$ cat config.mk
export PLATFORM = sky130hd
export DESIGN_NAME = xfcp_axil_bridge
export DESIGN_NICKNAME = d
export VERILOG_FILES = /design/src/axil_pkg.sv /design/src/xfcp_pkg.sv /design/src/xfcp_axil_bridge.sv /design/src/xfcp_resp_buffer.sv /design/src/axil_access_engine.sv /design/src/xfcp_req_parser.sv
export SDC_FILE = /design/constraint.sdc
export NUM_CORES = 1
export LEC_CHECK = 0
export ABC_AREA = 1
export BUFFER_PORTS_ARGS = -buffer_cell sky130_fd_sc_hd__buf_2
export CORE_MARGIN = 2
export CORE_UTILIZATION = 53
export CTS_BUF_LIST = sky130_fd_sc_hd__clkbuf_16
export CTS_CLUSTER_DIAMETER = 100
export DETAILED_ROUTE_END_ITERATION = 8
export PLACE_DENSITY = 0.76
export SLEW_MARGIN = 40
export SYNTH_ARGS = -nofsm -noshare
export SYNTH_HDL_FRONTEND = slang
export SYNTH_HIERARCHICAL = 1
export SYNTH_SLANG_ARGS = --single-unit
export TNS_END_PERCENT = 100
$ cat constraint.sdc
create_clock -name clk -period 4.45 [get_ports clk]
set_input_delay 0.6675 -clock clk [delete_from_list [all_inputs] [get_ports clk]]
set_output_delay 0.6675 -clock clk [all_outputs]
set_load 0.05 [all_outputs]
$ cat src/axil_pkg.sv
// AXI-lite bus widths, word types and byte lane helpers
package axil_pkg;

    // bus geometry
    localparam int addr_w = 32;
    localparam int data_w = 32;
    localparam int strb_w = data_w / 8;

    // byte address
    typedef logic [addr_w-1:0] addr_t;

    // one full data word, lane 0 in the low byte
    typedef logic [data_w-1:0] data_t;

    // one strobe bit per byte lane
    typedef logic [strb_w-1:0] strb_t;

    // byte lane index within a word, also the low address bits
    typedef logic [$clog2(strb_w)-1:0] lane_t;

    // distance between two aligned words
    localparam addr_t word_step = addr_t'(strb_w);

endpackage
$ cat src/xfcp_pkg.sv
// XFCP protocol tags and type codes, stream beat, request struct, identity block
package xfcp_pkg;

    // framing
    localparam logic [7:0] start_tag = 8'hff;

    // request and response type codes
    localparam logic [7:0] read_req   = 8'h10;
    localparam logic [7:0] read_resp  = 8'h11;
    localparam logic [7:0] write_req  = 8'h12;
    localparam logic [7:0] write_resp = 8'h13;
    localparam logic [7:0] id_req     = 8'hfe;
    localparam logic [7:0] id_resp    = 8'hff;

    // 4 address bytes then 2 count bytes, both big-endian
    localparam int hdr_bytes = 6;
    localparam int id_len = 32;

    // one byte on a request or response stream
    typedef struct packed {
        logic [7:0] data;
        logic       last;
    } beat_t;

    typedef enum logic [1:0] {
        op_read,
        op_write,
        op_id
    } op_t;

    // decoded request header
    typedef struct packed {
        op_t             op;
        axil_pkg::addr_t addr;
        logic [15:0]     count;
    } req_t;

    // identity block, 16-bit fields are little-endian
    localparam logic [7:0] id_rom [id_len] = '{
        8'h01, 8'h80,
        8'(axil_pkg::addr_w), 8'h00,
        8'(axil_pkg::data_w), 8'h00,
        8'd8, 8'h00,
        8'd16, 8'h00,
        8'h00, 8'h00, 8'h00, 8'h00, 8'h00, 8'h00,
        // name string starts at offset 16
        "A", "X", "I", "L", " ", "M", "a", "s", "t", "e", "r",
        8'h00, 8'h00, 8'h00, 8'h00, 8'h00
    };

endpackage

$ cat src/xfcp_axil_bridge.sv
// XFCP to AXI-lite bridge top: parser, access engine and response buffer
module xfcp_axil_bridge (
    input  logic            clk,
    input  logic            rst,
    // request stream
    input  xfcp_pkg::beat_t ds_beat,
    input  logic            ds_valid,
    output logic            ds_ready,
    // response stream
    output xfcp_pkg::beat_t us_beat,
    output logic            us_valid,
    input  logic            us_ready,
    // AXI-lite write channels
    output axil_pkg::addr_t awaddr,
    output logic            awvalid,
    input  logic            awready,
    output axil_pkg::data_t wdata,
    output axil_pkg::strb_t wstrb,
    output logic            wvalid,
    input  logic            wready,
    input  logic            bvalid,
    output logic            bready,
    // AXI-lite read channels
    output axil_pkg::addr_t araddr,
    output logic            arvalid,
    input  logic            arready,
    input  axil_pkg::data_t rdata,
    input  logic            rvalid,
    output logic            rready
);

    xfcp_pkg::req_t  req;
    logic            req_valid;
    logic            req_ready;
    xfcp_pkg::beat_t pay_beat;
    logic            pay_valid;
    logic            pay_ready;
    xfcp_pkg::beat_t rsp_beat;
    logic            rsp_valid;
    logic            rsp_ready;

    xfcp_req_parser parser (.*);

    axil_access_engine engine (.*);

    xfcp_resp_buffer resp_buffer (.*);

endmodule

$ cat src/xfcp_resp_buffer.sv
// response skid buffer: registered output beat plus one temporary entry
module xfcp_resp_buffer (
    input  logic            clk,
    input  logic            rst,
    input  xfcp_pkg::beat_t rsp_beat,
    input  logic            rsp_valid,
    output logic            rsp_ready,
    output xfcp_pkg::beat_t us_beat,
    output logic            us_valid,
    input  logic            us_ready
);

    xfcp_pkg::beat_t tmp_beat;
    logic            tmp_valid;
    logic            in_fire;

    // accept whenever the temporary entry is free
    assign rsp_ready = !tmp_valid;
    assign in_fire = rsp_valid && rsp_ready;

    always_ff @(posedge clk) begin
        if (rst) begin
            us_valid <= 1'b0;
            tmp_valid <= 1'b0;
        end else if (!us_valid || us_ready) begin
            // output register free after this edge
            if (tmp_valid) begin
                // older beat goes first, input is blocked meanwhile
                us_beat <= tmp_beat;
                us_valid <= 1'b1;
                tmp_valid <= 1'b0;
            end else begin
                us_beat <= rsp_beat;
                us_valid <= in_fire;
            end
        end else if (in_fire) begin
            // output stalled, park the new beat
            tmp_beat <= rsp_beat;
            tmp_valid <= 1'b1;
        end
    end

endmodule

$ cat src/axil_access_engine.sv
// access engine: AXI-lite reads and writes, response header, read data and identity bytes
module axil_access_engine (
    input  logic            clk,
    input  logic            rst,
    input  xfcp_pkg::req_t  req,
    input  logic            req_valid,
    output logic            req_ready,
    input  xfcp_pkg::beat_t pay_beat,
    input  logic            pay_valid,
    output logic            pay_ready,
    output xfcp_pkg::beat_t rsp_beat,
    output logic            rsp_valid,
    input  logic            rsp_ready,
    output axil_pkg::addr_t awaddr,
    output logic            awvalid,
    input  logic            awready,
    output axil_pkg::data_t wdata,
    output axil_pkg::strb_t wstrb,
    output logic            wvalid,
    input  logic            wready,
    input  logic            bvalid,
    output logic            bready,
    output axil_pkg::addr_t araddr,
    output logic            arvalid,
    input  logic            arready,
    input  axil_pkg::data_t rdata,
    input  logic            rvalid,
    output logic            rready
);

    typedef enum logic [2:0] {
        st_idle,
        st_header,
        st_wdata,
        st_wresp,
        st_rwait,
        st_rsend,
        st_id
    } state_t;

    state_t          state;
    xfcp_pkg::req_t  rq;
    axil_pkg::addr_t addr;
    axil_pkg::data_t word;
    axil_pkg::strb_t strb;
    axil_pkg::lane_t lane;
    logic [15:0]     rem;
    logic [4:0]      idx;
    logic            rsp_fire;
    logic            pay_fire;

    assign req_ready = (state == st_idle);
    assign pay_ready = (state == st_wdata);
    assign rsp_fire = rsp_valid && rsp_ready;
    assign pay_fire = pay_valid && pay_ready;

    // one word address serves both channels
    assign awaddr = addr;
    assign araddr = addr;
    assign wdata = word;
    assign wstrb = strb;

    always_comb begin
        rsp_beat = '0;
        rsp_valid = 1'b0;
        case (state)
            st_header: begin
                rsp_valid = 1'b1;
                case (idx[2:0])
                    3'd0: rsp_beat.data = xfcp_pkg::start_tag;
                    3'd1: rsp_beat.data = (rq.op == xfcp_pkg::op_read) ? xfcp_pkg::read_resp :
                                          (rq.op == xfcp_pkg::op_write) ? xfcp_pkg::write_resp :
                                          xfcp_pkg::id_resp;
                    3'd2: rsp_beat.data = rq.addr[31:24];
                    3'd3: rsp_beat.data = rq.addr[23:16];
                    3'd4: rsp_beat.data = rq.addr[15:8];
                    3'd5: rsp_beat.data = rq.addr[7:0];
                    3'd6: rsp_beat.data = rq.count[15:8];
                    default: rsp_beat.data = rq.count[7:0];
                endcase
                // writes and empty reads end with the header
                rsp_beat.last = (idx == 5'd7) && (rq.op == xfcp_pkg::op_write || rem == 16'd0);
            end
            st_rsend: begin
                rsp_valid = 1'b1;
                rsp_beat.data = word[8*lane +: 8];
                rsp_beat.last = (rem == 16'd1);
            end
            st_id: begin
                rsp_valid = 1'b1;
                rsp_beat.data = xfcp_pkg::id_rom[idx];
                rsp_beat.last = (idx == 5'(xfcp_pkg::id_len - 1));
            end
            default: begin
                rsp_valid = 1'b0;
            end
        endcase
    end

    always_ff @(posedge clk) begin
        if (rst) begin
            state <= st_idle;
            awvalid <= 1'b0;
            wvalid <= 1'b0;
            bready <= 1'b0;
            arvalid <= 1'b0;
            rready <= 1'b0;
        end else begin
            case (state)
                st_idle: begin
                    if (req_valid) begin
                        rq <= req;
                        // bus works on aligned words, low bits pick the first lane
                        addr <= {req.addr[31:2], 2'b00};
                        lane <= req.addr[1:0];
                        rem <= req.count;
                        idx <= 5'd0;
                        word <= '0;
                        strb <= '0;
                        state <= st_header;
                    end
                end
                st_header: begin
                    if (rsp_fire) begin
                        idx <= idx + 5'd1;
                        if (rq.op == xfcp_pkg::op_id && idx == 5'd1) begin
                            idx <= 5'd0;
                            state <= st_id;
                        end else if (idx == 5'd7) begin
                            if (rem == 16'd0) begin
                                state <= st_idle;
                            end else if (rq.op == xfcp_pkg::op_write) begin
                                state <= st_wdata;
                            end else begin
                                arvalid <= 1'b1;
                                rready <= 1'b1;
                                state <= st_rwait;
                            end
                        end
                    end
                end
                st_wdata: begin
                    if (pay_fire) begin
                        word[8*lane +: 8] <= pay_beat.data;
                        strb[lane] <= 1'b1;
                        lane <= lane + 2'd1;
                        rem <= rem - 16'd1;
                        if (lane == 2'd3 || rem == 16'd1 || pay_beat.last) begin
                            // early end of packet leaves nothing more to write
                            if (pay_beat.last) begin
                                rem <= 16'd0;
                            end
                            awvalid <= 1'b1;
                            wvalid <= 1'b1;
                            bready <= 1'b1;
                            state <= st_wresp;
                        end
                    end
                end
                st_wresp: begin
                    if (awready) begin
                        awvalid <= 1'b0;
                    end
                    if (wready) begin
                        wvalid <= 1'b0;
                    end
                    if (bvalid && bready) begin
                        bready <= 1'b0;
                        addr <= addr + axil_pkg::word_step;
                        word <= '0;
                        strb <= '0;
                        state <= (rem == 16'd0) ? st_idle : st_wdata;
                    end
                end
                st_rwait: begin
                    if (arready) begin
                        arvalid <= 1'b0;
                    end
                    if (rvalid && rready) begin
                        rready <= 1'b0;
                        word <= rdata;
                        state <= st_rsend;
                    end
                end
                st_rsend: begin
                    if (rsp_fire) begin
                        rem <= rem - 16'd1;
                        lane <= lane + 2'd1;
                        if (rem == 16'd1) begin
                            state <= st_idle;
                        end else if (lane == 2'd3) begin
                            // word used up, fetch the next one
                            addr <= addr + axil_pkg::word_step;
                            arvalid <= 1'b1;
                            rready <= 1'b1;
                            state <= st_rwait;
                        end
                    end
                end
                st_id: begin
                    if (rsp_fire) begin
                        idx <= idx + 5'd1;
                        if (idx == 5'(xfcp_pkg::id_len - 1)) begin
                            state <= st_idle;
                        end
                    end
                end
                default: begin
                    state <= st_idle;
                end
            endcase
        end
    end

endmodule

$ cat src/xfcp_req_parser.sv
// request parser: start tag and type check, header decode, write payload forwarding
module xfcp_req_parser (
    input  logic            clk,
    input  logic            rst,
    input  xfcp_pkg::beat_t ds_beat,
    input  logic            ds_valid,
    output logic            ds_ready,
    output xfcp_pkg::req_t  req,
    output logic            req_valid,
    input  logic            req_ready,
    output xfcp_pkg::beat_t pay_beat,
    output logic            pay_valid,
    input  logic            pay_ready
);

    typedef enum logic [2:0] {
        st_idle,
        st_type,
        st_header,
        st_payload,
        st_discard
    } state_t;

    state_t      state;
    logic [2:0]  hdr_cnt;
    logic [15:0] rem;
    logic [15:0] cnt_next;
    logic        ds_fire;

    // hold off input while a request or payload byte is still pending
    assign ds_ready = !req_valid && (!pay_valid || pay_ready);
    assign ds_fire = ds_valid && ds_ready;

    // count field once the current byte has been shifted in
    assign cnt_next = {req.count[7:0], ds_beat.data};

    always_ff @(posedge clk) begin
        if (rst) begin
            state <= st_idle;
            req_valid <= 1'b0;
            pay_valid <= 1'b0;
        end else begin
            if (req_valid && req_ready) begin
                req_valid <= 1'b0;
            end
            if (pay_valid && pay_ready) begin
                pay_valid <= 1'b0;
            end

            if (ds_fire) begin
                case (state)
                    st_idle: begin
                        if (ds_beat.last) begin
                            state <= st_idle;
                        end else if (ds_beat.data == xfcp_pkg::start_tag) begin
                            state <= st_type;
                        end else begin
                            state <= st_discard;
                        end
                    end
                    st_type: begin
                        hdr_cnt <= 3'd0;
                        if (ds_beat.data == xfcp_pkg::id_req) begin
                            // no header, answer right away
                            req.op <= xfcp_pkg::op_id;
                            req_valid <= 1'b1;
                            state <= ds_beat.last ? st_idle : st_discard;
                        end else if (ds_beat.last) begin
                            state <= st_idle;
                        end else if (ds_beat.data == xfcp_pkg::read_req) begin
                            req.op <= xfcp_pkg::op_read;
                            state <= st_header;
                        end else if (ds_beat.data == xfcp_pkg::write_req) begin
                            req.op <= xfcp_pkg::op_write;
                            state <= st_header;
                        end else begin
                            state <= st_discard;
                        end
                    end
                    st_header: begin
                        {req.addr, req.count} <= {req.addr[23:0], req.count, ds_beat.data};
                        hdr_cnt <= hdr_cnt + 3'd1;
                        if (hdr_cnt == 3'(xfcp_pkg::hdr_bytes - 1)) begin
                            rem <= cnt_next;
                            if (req.op != xfcp_pkg::op_write) begin
                                req_valid <= 1'b1;
                                state <= ds_beat.last ? st_idle : st_discard;
                            end else if (ds_beat.last) begin
                                // a write with its payload missing is dropped
                                req_valid <= (cnt_next == 16'd0);
                                state <= st_idle;
                            end else begin
                                req_valid <= 1'b1;
                                state <= (cnt_next == 16'd0) ? st_discard : st_payload;
                            end
                        end else if (ds_beat.last) begin
                            // truncated header
                            state <= st_idle;
                        end
                    end
                    st_payload: begin
                        pay_beat <= ds_beat;
                        pay_valid <= 1'b1;
                        rem <= rem - 16'd1;
                        if (ds_beat.last) begin
                            state <= st_idle;
                        end else if (rem == 16'd1) begin
                            // count reached, drop the rest of the packet
                            state <= st_discard;
                        end
                    end
                    st_discard: begin
                        if (ds_beat.last) begin
                            state <= st_idle;
                        end
                    end
                    default: begin
                        state <= st_idle;
                    end
                endcase
            end
        end
    end

endmodule

[Yosys cells after proc, flatten, opt, wreduce, memory -nomap -nowiden]
Memories as Yosys holds them, arrays and structs flattened.
Index checks and enable logic that the tools add are counted.
Storage, ports and cells
  logic and storage cells: 269
  register bits after elaboration: 252
  output and inout bits: 116
  memory bits (read-only): 256
  bits of input ports: 50
  memories kept: 1
Memories
  (no name shown): depth 32, width 8, read ports 1, clocked after Yosys merged registers in 0, wr ports 0, line axil_access_engine.sv:91  | rsp_beat.data = xfcp_pkg::id_rom[idx];
Operators by class
  mux-type cells: 110
  add/subtract/negate cells: 7
  magnitude comparators: 3
  shift operators: 3
  bitwise gates (word level): 4
  reduce and logical (&&, ||, !) cells: 57
  equal/unequal tests: 53
Operator list (number)
  32-bit 2-to-1 mux: 9
  32-bit one-hot mux with 4 select lines: 1
  16-bit 2-to-1 mux: 6
  32-bit one-hot mux with 3 select lines: 1
  3-bit 2-to-1 mux: 29
  8-bit one-hot mux with 7 select lines: 1
  16-bit one-hot mux with 3 select lines: 1
  5-bit negator with 34-bit output: 1
  8-bit by 34-bit variable shift with 32-bit output (first input constant): 1
  8-bit by 34-bit variable part select with 32-bit output: 1
  32-bit by 3-bit adder with 32-bit output (second input constant): 1
  32-bit bitwise mux: 1
  16-bit by 1-bit == test with 1-bit output (second input constant): 2
  16-bit logical NOT: 2
  8-bit 2-to-1 mux: 4
  16-bit one-hot mux with 2 select lines: 1
  32-bit by 6-bit variable part select with 8-bit output: 1
  16-bit by 1-bit subtractor with 16-bit output (second input constant): 2
  1-bit 2-to-1 mux: 27
  9-bit one-hot mux with 3 select lines: 1
  3-bit == test (second input constant): 8
  2-bit by 1-bit inequality test with 1-bit output (second input constant): 12
  3-bit one-hot mux with 7 select lines: 1
  5-bit 2-to-1 mux: 4
  50 further kinds: 119

[Logic depth before layout (Yosys ltp)]
Gate-level depths: netlist of the first run.
  depth in word-level cells: 7
  mapped depth: 14
  depth with buffers taken out: 12

[Hierarchy]
The synthesis of the first run kept the hierarchy.
Modules (own cells, without submodules)
  axil_access_engine: instances 1, area an instance 8730.9 µm², sequential area each 4334.2 µm², cells an instance 1028
  xfcp_req_parser: instances 1, area an instance 3482.1 µm², sequential area each 2442.3 µm², cells an instance 292
  xfcp_resp_buffer: instances 1, area an instance 749.5 µm², sequential area each 580.6 µm², cells an instance 60

[Worst setup path after synthesis of the first run]
No wires, ideal clock.
  kind: flip-flop to flip-flop
  from: reg engine.state[0]
  to: reg engine/rq[0] (netlist name) (enable)
  period minus slack after synthesis: 4.672 ns
  required time: 3.931 ns
  setup slack: -0.222 ns
  buffers on the path: 0
  arrival: 4.153 ns
  stages on the path, launching flop included: 6
  setup time: 0.519 ns
  cells stage by stage: dfxtp_1 -> inv_1 -> nand2_1 -> nor2_1 -> inv_1 -> nor3_1
On the way
  cells in the longest elaborated chain, start to end: 2
RTL lines
  start, declared: line axil_access_engine.sv:41  | state_t state;
  start signal, assigned: line axil_access_engine.sv:102  | state <= st_idle;
  start signal, assigned: line axil_access_engine.sv:120  | state <= st_header;
  start signal, assigned: line axil_access_engine.sv:128  | state <= st_id;
  3-bit logical NOT
  net req_ready: line xfcp_axil_bridge.sv:34  | logic req_ready;
  3-bit AND reduction (no source line)
  end signal, assigned: line axil_access_engine.sv:112  | rq <= req;
  end, declared: line axil_access_engine.sv:42  | xfcp_pkg::req_t rq;
The timed path passes the listed nets, and every way through them passes these cells.
A chain may end at the register's enable or synchronous reset.

[Worst setup path after layout of the first run]
  from: reg engine.state[1]
  to: out ds_ready
On the way
  cells in the longest elaborated chain, start to end: 3
RTL lines
  3-bit by 2-bit == test with 1-bit output: line axil_access_engine.sv:53  | assign pay_ready = (state == st_wdata);
  net pay_ready: line xfcp_axil_bridge.sv:37  | logic pay_ready;
  1-bit logical OR: line xfcp_req_parser.sv:31  | assign ds_ready = !req_valid && (!pay_valid || pay_ready);
  1-bit logical AND: line xfcp_req_parser.sv:31
  end, declared: line xfcp_axil_bridge.sv:8  | output logic ds_ready,
The timed path passes the listed nets, and every way through them passes these cells.

==> results of run 1 <==
==> synthesized netlist by cell type, types with 8 or more instances <==
master	n	area, um2
a21oi_1	35	175
a22o_1	24	210
a31oi_1	8	50.1
buf_2	18	90.1
buf_4	35	263
clkbuf_1	11	41.3
dfxtp_1	15	300
edfxtp_1	235	7060
ha_1	25	313
inv_1	131	492
inv_2	9	33.8
nand2_1	319	1200
nand3_1	75	375
nand4_1	18	113
nor2_1	155	582
nor2_2	10	62.6
nor3_1	30	150
o21ai_0	100	500
o21ai_1	10	50.1
o22ai_1	24	150
xnor2_1	12	105
xor2_1	26	228
==> metrics by stage <==
step	total power, mW	hold WS, ns
after global routing	8.55	0.397
after detailed placement	5.96	0.434
final	8.19	0.413
after floorplan	5.33	0.426
after global placement	5.92	0.433
after CTS	8.17	0.388
==> sequential cells by signal (all words and copies together) (netlist names), 4 cells and up <==
signal,count
engine/araddr,30
engine/idx,5
engine/rem,16
engine/rq,50
engine/wdata,32
engine/wstrb,4
parser/pay_beat,9
parser/rem,16
parser/req,50
resp_buffer/tmp_beat,9
resp_buffer/us_beat,9
==> layer usage <==
metal	vias up	part of all wire	global-route usage	wire length, um
met5	-	0	0	0
met4	0	0.027	0.0749	932
met3	73	0.086	0.0478	2950
met2	531	0.47	0.420	16000
met1	4963	0.42	0.368	14500
li1	4962	-	-	-
==> logic make-up (layout without fill, tap and decap cells) <==
kind of cell / after synthesis / after routing / share of synthesized area
AO/OA/AOI/OAI: 224 / 224 / 0.102
flip-flops: 250 / 250 / 0.568
other: 1 / 4 / 0.000289
buffers and inverters: 214 / 364 / 0.0750
XOR/XNOR: 38 / 38 / 0.0257
adder cells (fa/ha/maj): 25 / 25 / 0.0241
AND/OR/NAND/NOR: 628 / 628 / 0.206
==> layout make-up <==
cell class | instances | area, um2
Clock inverter | 23 | 201
Sequential cell | 250 | 7360
Tap cell | 324 | 405
Fill cell | 2057 | 9430
Multi-Input combinational cell | 919 | 4690
Inverter | 143 | 538
Clock buffer | 27 | 676
Timing Repair Buffer | 171 | 878
==> worst paths after layout <==
kind / to / slack (ns) / cells after the start
setup / recovery: ds_ready / 1.42 / 7
hold / removal: parser/req[6]$_DFFE_PP_ / 0.41 / 1
setup reg to reg: parser/req[41]$_DFFE_PP_ / 1.51 / 11
hold reg to reg: engine/rq[41]$_DFFE_PP_ / 0.45 / 0
==> where the power goes <==
group	leakage (nW)	switching [mW]	internal [mW]
combinational	3.30	2.08	0.666
clock	0.436	0.921	1.28
sequential	2.29	0.249	2.99
==> metrics.txt, run 1 <==
Crit path buffers/inverters 3; final hold violation count 0; Period minus WS final 3.03 ns; dpl hpwl 24900 um; CP max stage cell inv_2; Lkg Pwr 6.03 nW; worst skew pair latency 0.54 ns; GRT Util Overall 0.262; DRC errors left 0; final setup fails 0; CP top delay family buffers and inverters; CTS Buf Count 27; MaxCap Viol Count 0; CTS tree yes; Mapped Cells 1380; DRT antenna net count 0; die height 160 um; critical path capture point type output pin; vias in the first global route 9867; clk sinks 250; post-detailed-route wirelength per cell 18.5 um; placed cells 1807; RSZ-0062 raised after global routing false; Synth Area per Inst 9.39 um2; FP Rows 57; core area 0.0242 mm2; Post-Place Setup Slack 1.54 ns; WS Path Type flop to output pin; first-pass GRT wire length 53200 um; synthesized flop and latch total 250; CP Cell Sequence inv_2 -> nor2_1 -> nand2_2 -> inv_2 -> nor2_2 -> nor2_2 -> buf_2; ys async rst share 0; Buffers on Ports 161; Final Cycle Share 0.681; DRT Pass-1 Iters 6; Finished Layout Cells 1857; die area 0.0257 mm2; setup TNS 0 ns; post-layout util 0.610; CP max FO 36; Detailed Route Iter0 Violations 1335; Setup crit start kind flop; Area after DPL 0.0139 mm2; Top Ports 166; ant diodes 0; die width 160 um; VDD IR max 0.000275 V; clock tree root driver cell clkbuf_16; Post-CTS Resized 0; Setup crit start engine/state[1]$_SDFFE_PP0P_; Critical Path RT 3.78 ns; DR vias/cell 5.67; largest net degree at the start of global routing 51; drt total wl 34400 um; PD cells 555 mW/mm2; R2R Path Start engine/state[1]$_SDFFE_PP0P_; clk_skew 0.0155 ns; fin. max-slew vios 0; P&R area growth vs syn 13.7%; DR vias 10500; Hold Crit Class input port to flop; worst slew pin tran 0.831 ns; Synth Flop Type edfxtp_1; final worst slack 1.42 ns; register area share after synthesis 0.568; initial antenna violation count 0; post-CTS setup buffer count 0; worst path arrival time 2.36 ns; grt total ovfl 0; most frequent cells in the layout 319 x nand2_1, 235 x edfxtp_1, 162 x buf_2, 153 x nor2_1, 135 x inv_1; Hold Startpoint ds_beat[7]; Synth Warn # 6; status complete, no violations; Max clock buf depth 3; cell area after layout 0.0147 mm2; routability cong. 1.02; Max Freq 330 MHz; Mapped Area 0.0130 mm2; leading cell type in the layout, fill and taps excluded nand2_1; fin nets 1587; initial core utilization 0.536; Slew HR 0.444; critical path's largest stage delay 0.52 ns; CTS clock-pin slew for the worst setup and hold paths 0.06 ns; number of synthesized flops with an enable pin 235; count of cell types in the netlist 46; Hold-fix buffers, CTS 0; H-tree Lvls 1; share of layout cells above drive strength 1 0.168
Note: power is estimated with default switching activity, not from simulation.
==> run 2, diff against run 1 <==
--- a/config.mk
+++ b/config.mk
@@ -5,14 +5,14 @@
 export SDC_FILE = /design/constraint.sdc
 export NUM_CORES = 1
 export LEC_CHECK = 0
-export ABC_AREA = 1
+export ABC_AREA = 0
 export BUFFER_PORTS_ARGS = -buffer_cell sky130_fd_sc_hd__buf_2
 export CORE_MARGIN = 2
-export CORE_UTILIZATION = 53
+export CORE_UTILIZATION = 58
 export CTS_BUF_LIST = sky130_fd_sc_hd__clkbuf_16
 export CTS_CLUSTER_DIAMETER = 100
 export DETAILED_ROUTE_END_ITERATION = 8
-export PLACE_DENSITY = 0.76
+export PLACE_DENSITY = 0.79
 export SLEW_MARGIN = 40
 export SYNTH_ARGS = -nofsm -noshare
 export SYNTH_HDL_FRONTEND = slang
==> constraint.sdc (replaced) <==
create_clock -name clk -period 2.8 [get_ports clk]
set_input_delay 0.42 -clock clk [delete_from_list [all_inputs] [get_ports clk]]
set_output_delay 0.42 -clock clk [all_outputs]
set_load 0.05 [all_outputs]
==> metrics.txt, run 2 <==
status complete, no violations; total power draw 9.08 mW; Slew HR 0.457; core area 0.0211 mm2; fin nets 1314; most common cell in the netlist edfxtp_1; GRT Util Overall 0.269; Top Ports 166; drt total wl 31100 um; Period minus WS final 2.64 ns; Mapped Area 0.0125 mm2; CTS Buf Count 26; final hold violation count 0; DRT antenna net count 0; Fillers 1552; Final Cycle Share 0.944; setup TNS 0 ns; WS Path Type flop to flop; die height 151 um; final setup fails 0; clk sinks 250; H-tree Lvls 1; Lkg Pwr 5.35 nW; MaxCap Viol Count 0; die width 151 um; ant diodes 0; Synth Warn # 6; Max Freq 379 MHz; area leader, netlist edfxtp_1; worst skew pair latency 0.52 ns; fin. max-slew vios 0; Synth Flop Type edfxtp_1; register area share after synthesis 0.589; P&R area growth vs syn 15.9%; largest net degree at the start of global routing 59; dpl hpwl 21700 um; synthesized flop and latch total 250; reg2reg setup slack 0.16 ns; Hold Crit Class input port to flop; worst path arrival time 2.98 ns; leading cell type in the layout, fill and taps excluded edfxtp_1; PD cells 627 mW/mm2; CP max FO 5; Mapped Cells 1079; FP Rows 53; CTS clock-pin slew for the worst setup and hold paths 0.06 ns; number of synthesized flops with an enable pin 235; placed cells 1484; grt total ovfl 0; DR vias/cell 6.04; most frequent cells after synthesis 235 x edfxtp_1, 142 x nand2_1, 98 x o21ai_0, 63 x nor2_1, 61 x a21oi_1; ys async rst share 0; CTS tree yes; Setup crit start kind flop; Max clock buf depth 3; RSZ-0062 raised after global routing false; Hold-fix buffers, CTS 0; vias in the first global route 8803; DR vias 9243; routability cong. 0.935; DRT Pass-1 Iters 8; Buffers on Ports 161; Critical Path RT 3.14 ns; clock tree root driver cell clkbuf_16; Detailed Route Iter0 Violations 864; count of cell types in the netlist 79; DRC errors left 0; VDD IR max 0.000499 V; Synth top area share 0.565; Synth Area per Inst 11.6 um2; worst slew pin tran 0.803 ns; first-pass GRT wire length 46900 um; clk_skew 0.0115 ns; die area 0.0227 mm2; synth top area cells edfxtp_1 57%, nand2_1 4.3%, o21ai_0 3.9%, ha_1 2.5%, a21oi_1 2.4%; post-detailed-route wirelength per cell 20.4 um; share of layout cells above drive strength 1 0.245; initial core utilization 0.592; Finished Layout Cells 1530; initial antenna violation count 0; critical path capture point type flop; most frequent cells in the layout 235 x edfxtp_1, 161 x buf_2, 142 x nand2_1, 97 x o21ai_0, 61 x nor2_1
==> run 2: changes by cell type after synthesis, sizes merged, moves of 27 or more <==
| cell | change |
|---|---|
| clkbuf | +27 |
| inv | -115 |
| nor2b | +42 |
| nand2 | -182 |
| nor2 | -101 |
| nand3 | -59 |
==> run 2: cells by family after synthesis <==
logic type               after synthesis  share of synthesized area
AND/OR/NAND/NOR                      374                      0.152
flip-flops                           250                      0.589
AO/OA/AOI/OAI                        238                      0.112
buffers and inverters                105                     0.0451
XOR/XNOR                              55                     0.0386
multiplexers                          31                     0.0368
adder cells (fa/ha/maj)               25                     0.0251
other                                  1                   0.000300
==> run 2: area by class of cell <==
type	instances	area, um2	share of cell area
Sequential cell	250	7360	0.508
Clock inverter	14	67.6	0.00467
Multi-Input combinational cell	727	4660	0.322
Timing Repair Buffer	209	1200	0.0832
Tap cell	275	344	0.0238
Clock buffer	30	751	0.0519
Inverter	25	96.3	0.00666
==> run 2: stage by stage <==
step | utilization | hold slack [ns] | instance area, um2 | setup WS, ns
after floorplan | - | 0.426 | 12600 | -0.166
after global placement | 0.646 | 0.436 | 13600 | 0.254
after detailed placement | 0.647 | 0.436 | 13600 | 0.170
after CTS | 0.686 | 0.0727 | 14500 | 0.0892
after global routing | 0.686 | 0.0953 | 14500 | 0.0132
final | 0.686 | 0.0928 | 14500 | 0.158
==> run 2: final timing paths <==
check | start | cells past startpoint | end
worst max-delay path | engine/rem[0]$_DFFE_PP_ | 7 | engine/rem[14]$_DFFE_PP_
worst min-delay path | wready | 2 | engine/wvalid$_SDFFE_PP0P_
worst max register to register | engine/rem[0]$_DFFE_PP_ | 7 | engine/rem[14]$_DFFE_PP_
worst min register to register | parser/req[45]$_DFFE_PP_ | 0 | engine/rq[45]$_DFFE_PP_
==> run 2: layer usage <==
layer  share of wire  vias up  routed length [um]  GRT usage
li1                -     4256                   -          -
met1            0.41     4440               12800      0.388
met2            0.47      479               14800      0.418
met3           0.087       68                2700     0.0461
met4           0.030        0                 924     0.0911
met5               0        -                   0          0
==> run 2: worst max-delay path, cell delays in order (launching register included) <==
cell	delay, ns
edfxtp_1	0.46
inv_1	0.11
ha_1	0.20
or3b_2	0.57
or3_4	0.42
or3_1	0.33
xor2_1	0.15
o21ai_1	0.22
==> run 2: timing repair <==
| action | in CTS | in global routing |
|---|---|---|
| gates resized for setup | 0 | 2 |
| endpoints found under the setup margin | 0 | 5 |
| buffers inserted | 0 | 2 |
==> run 2: report_power, final <==
part	switching [mW]	internal (mW)	leakage (nW)
sequential	0.129	4.23	2.26
combinational	1.02	0.414	2.67
clock	1.38	1.90	0.417
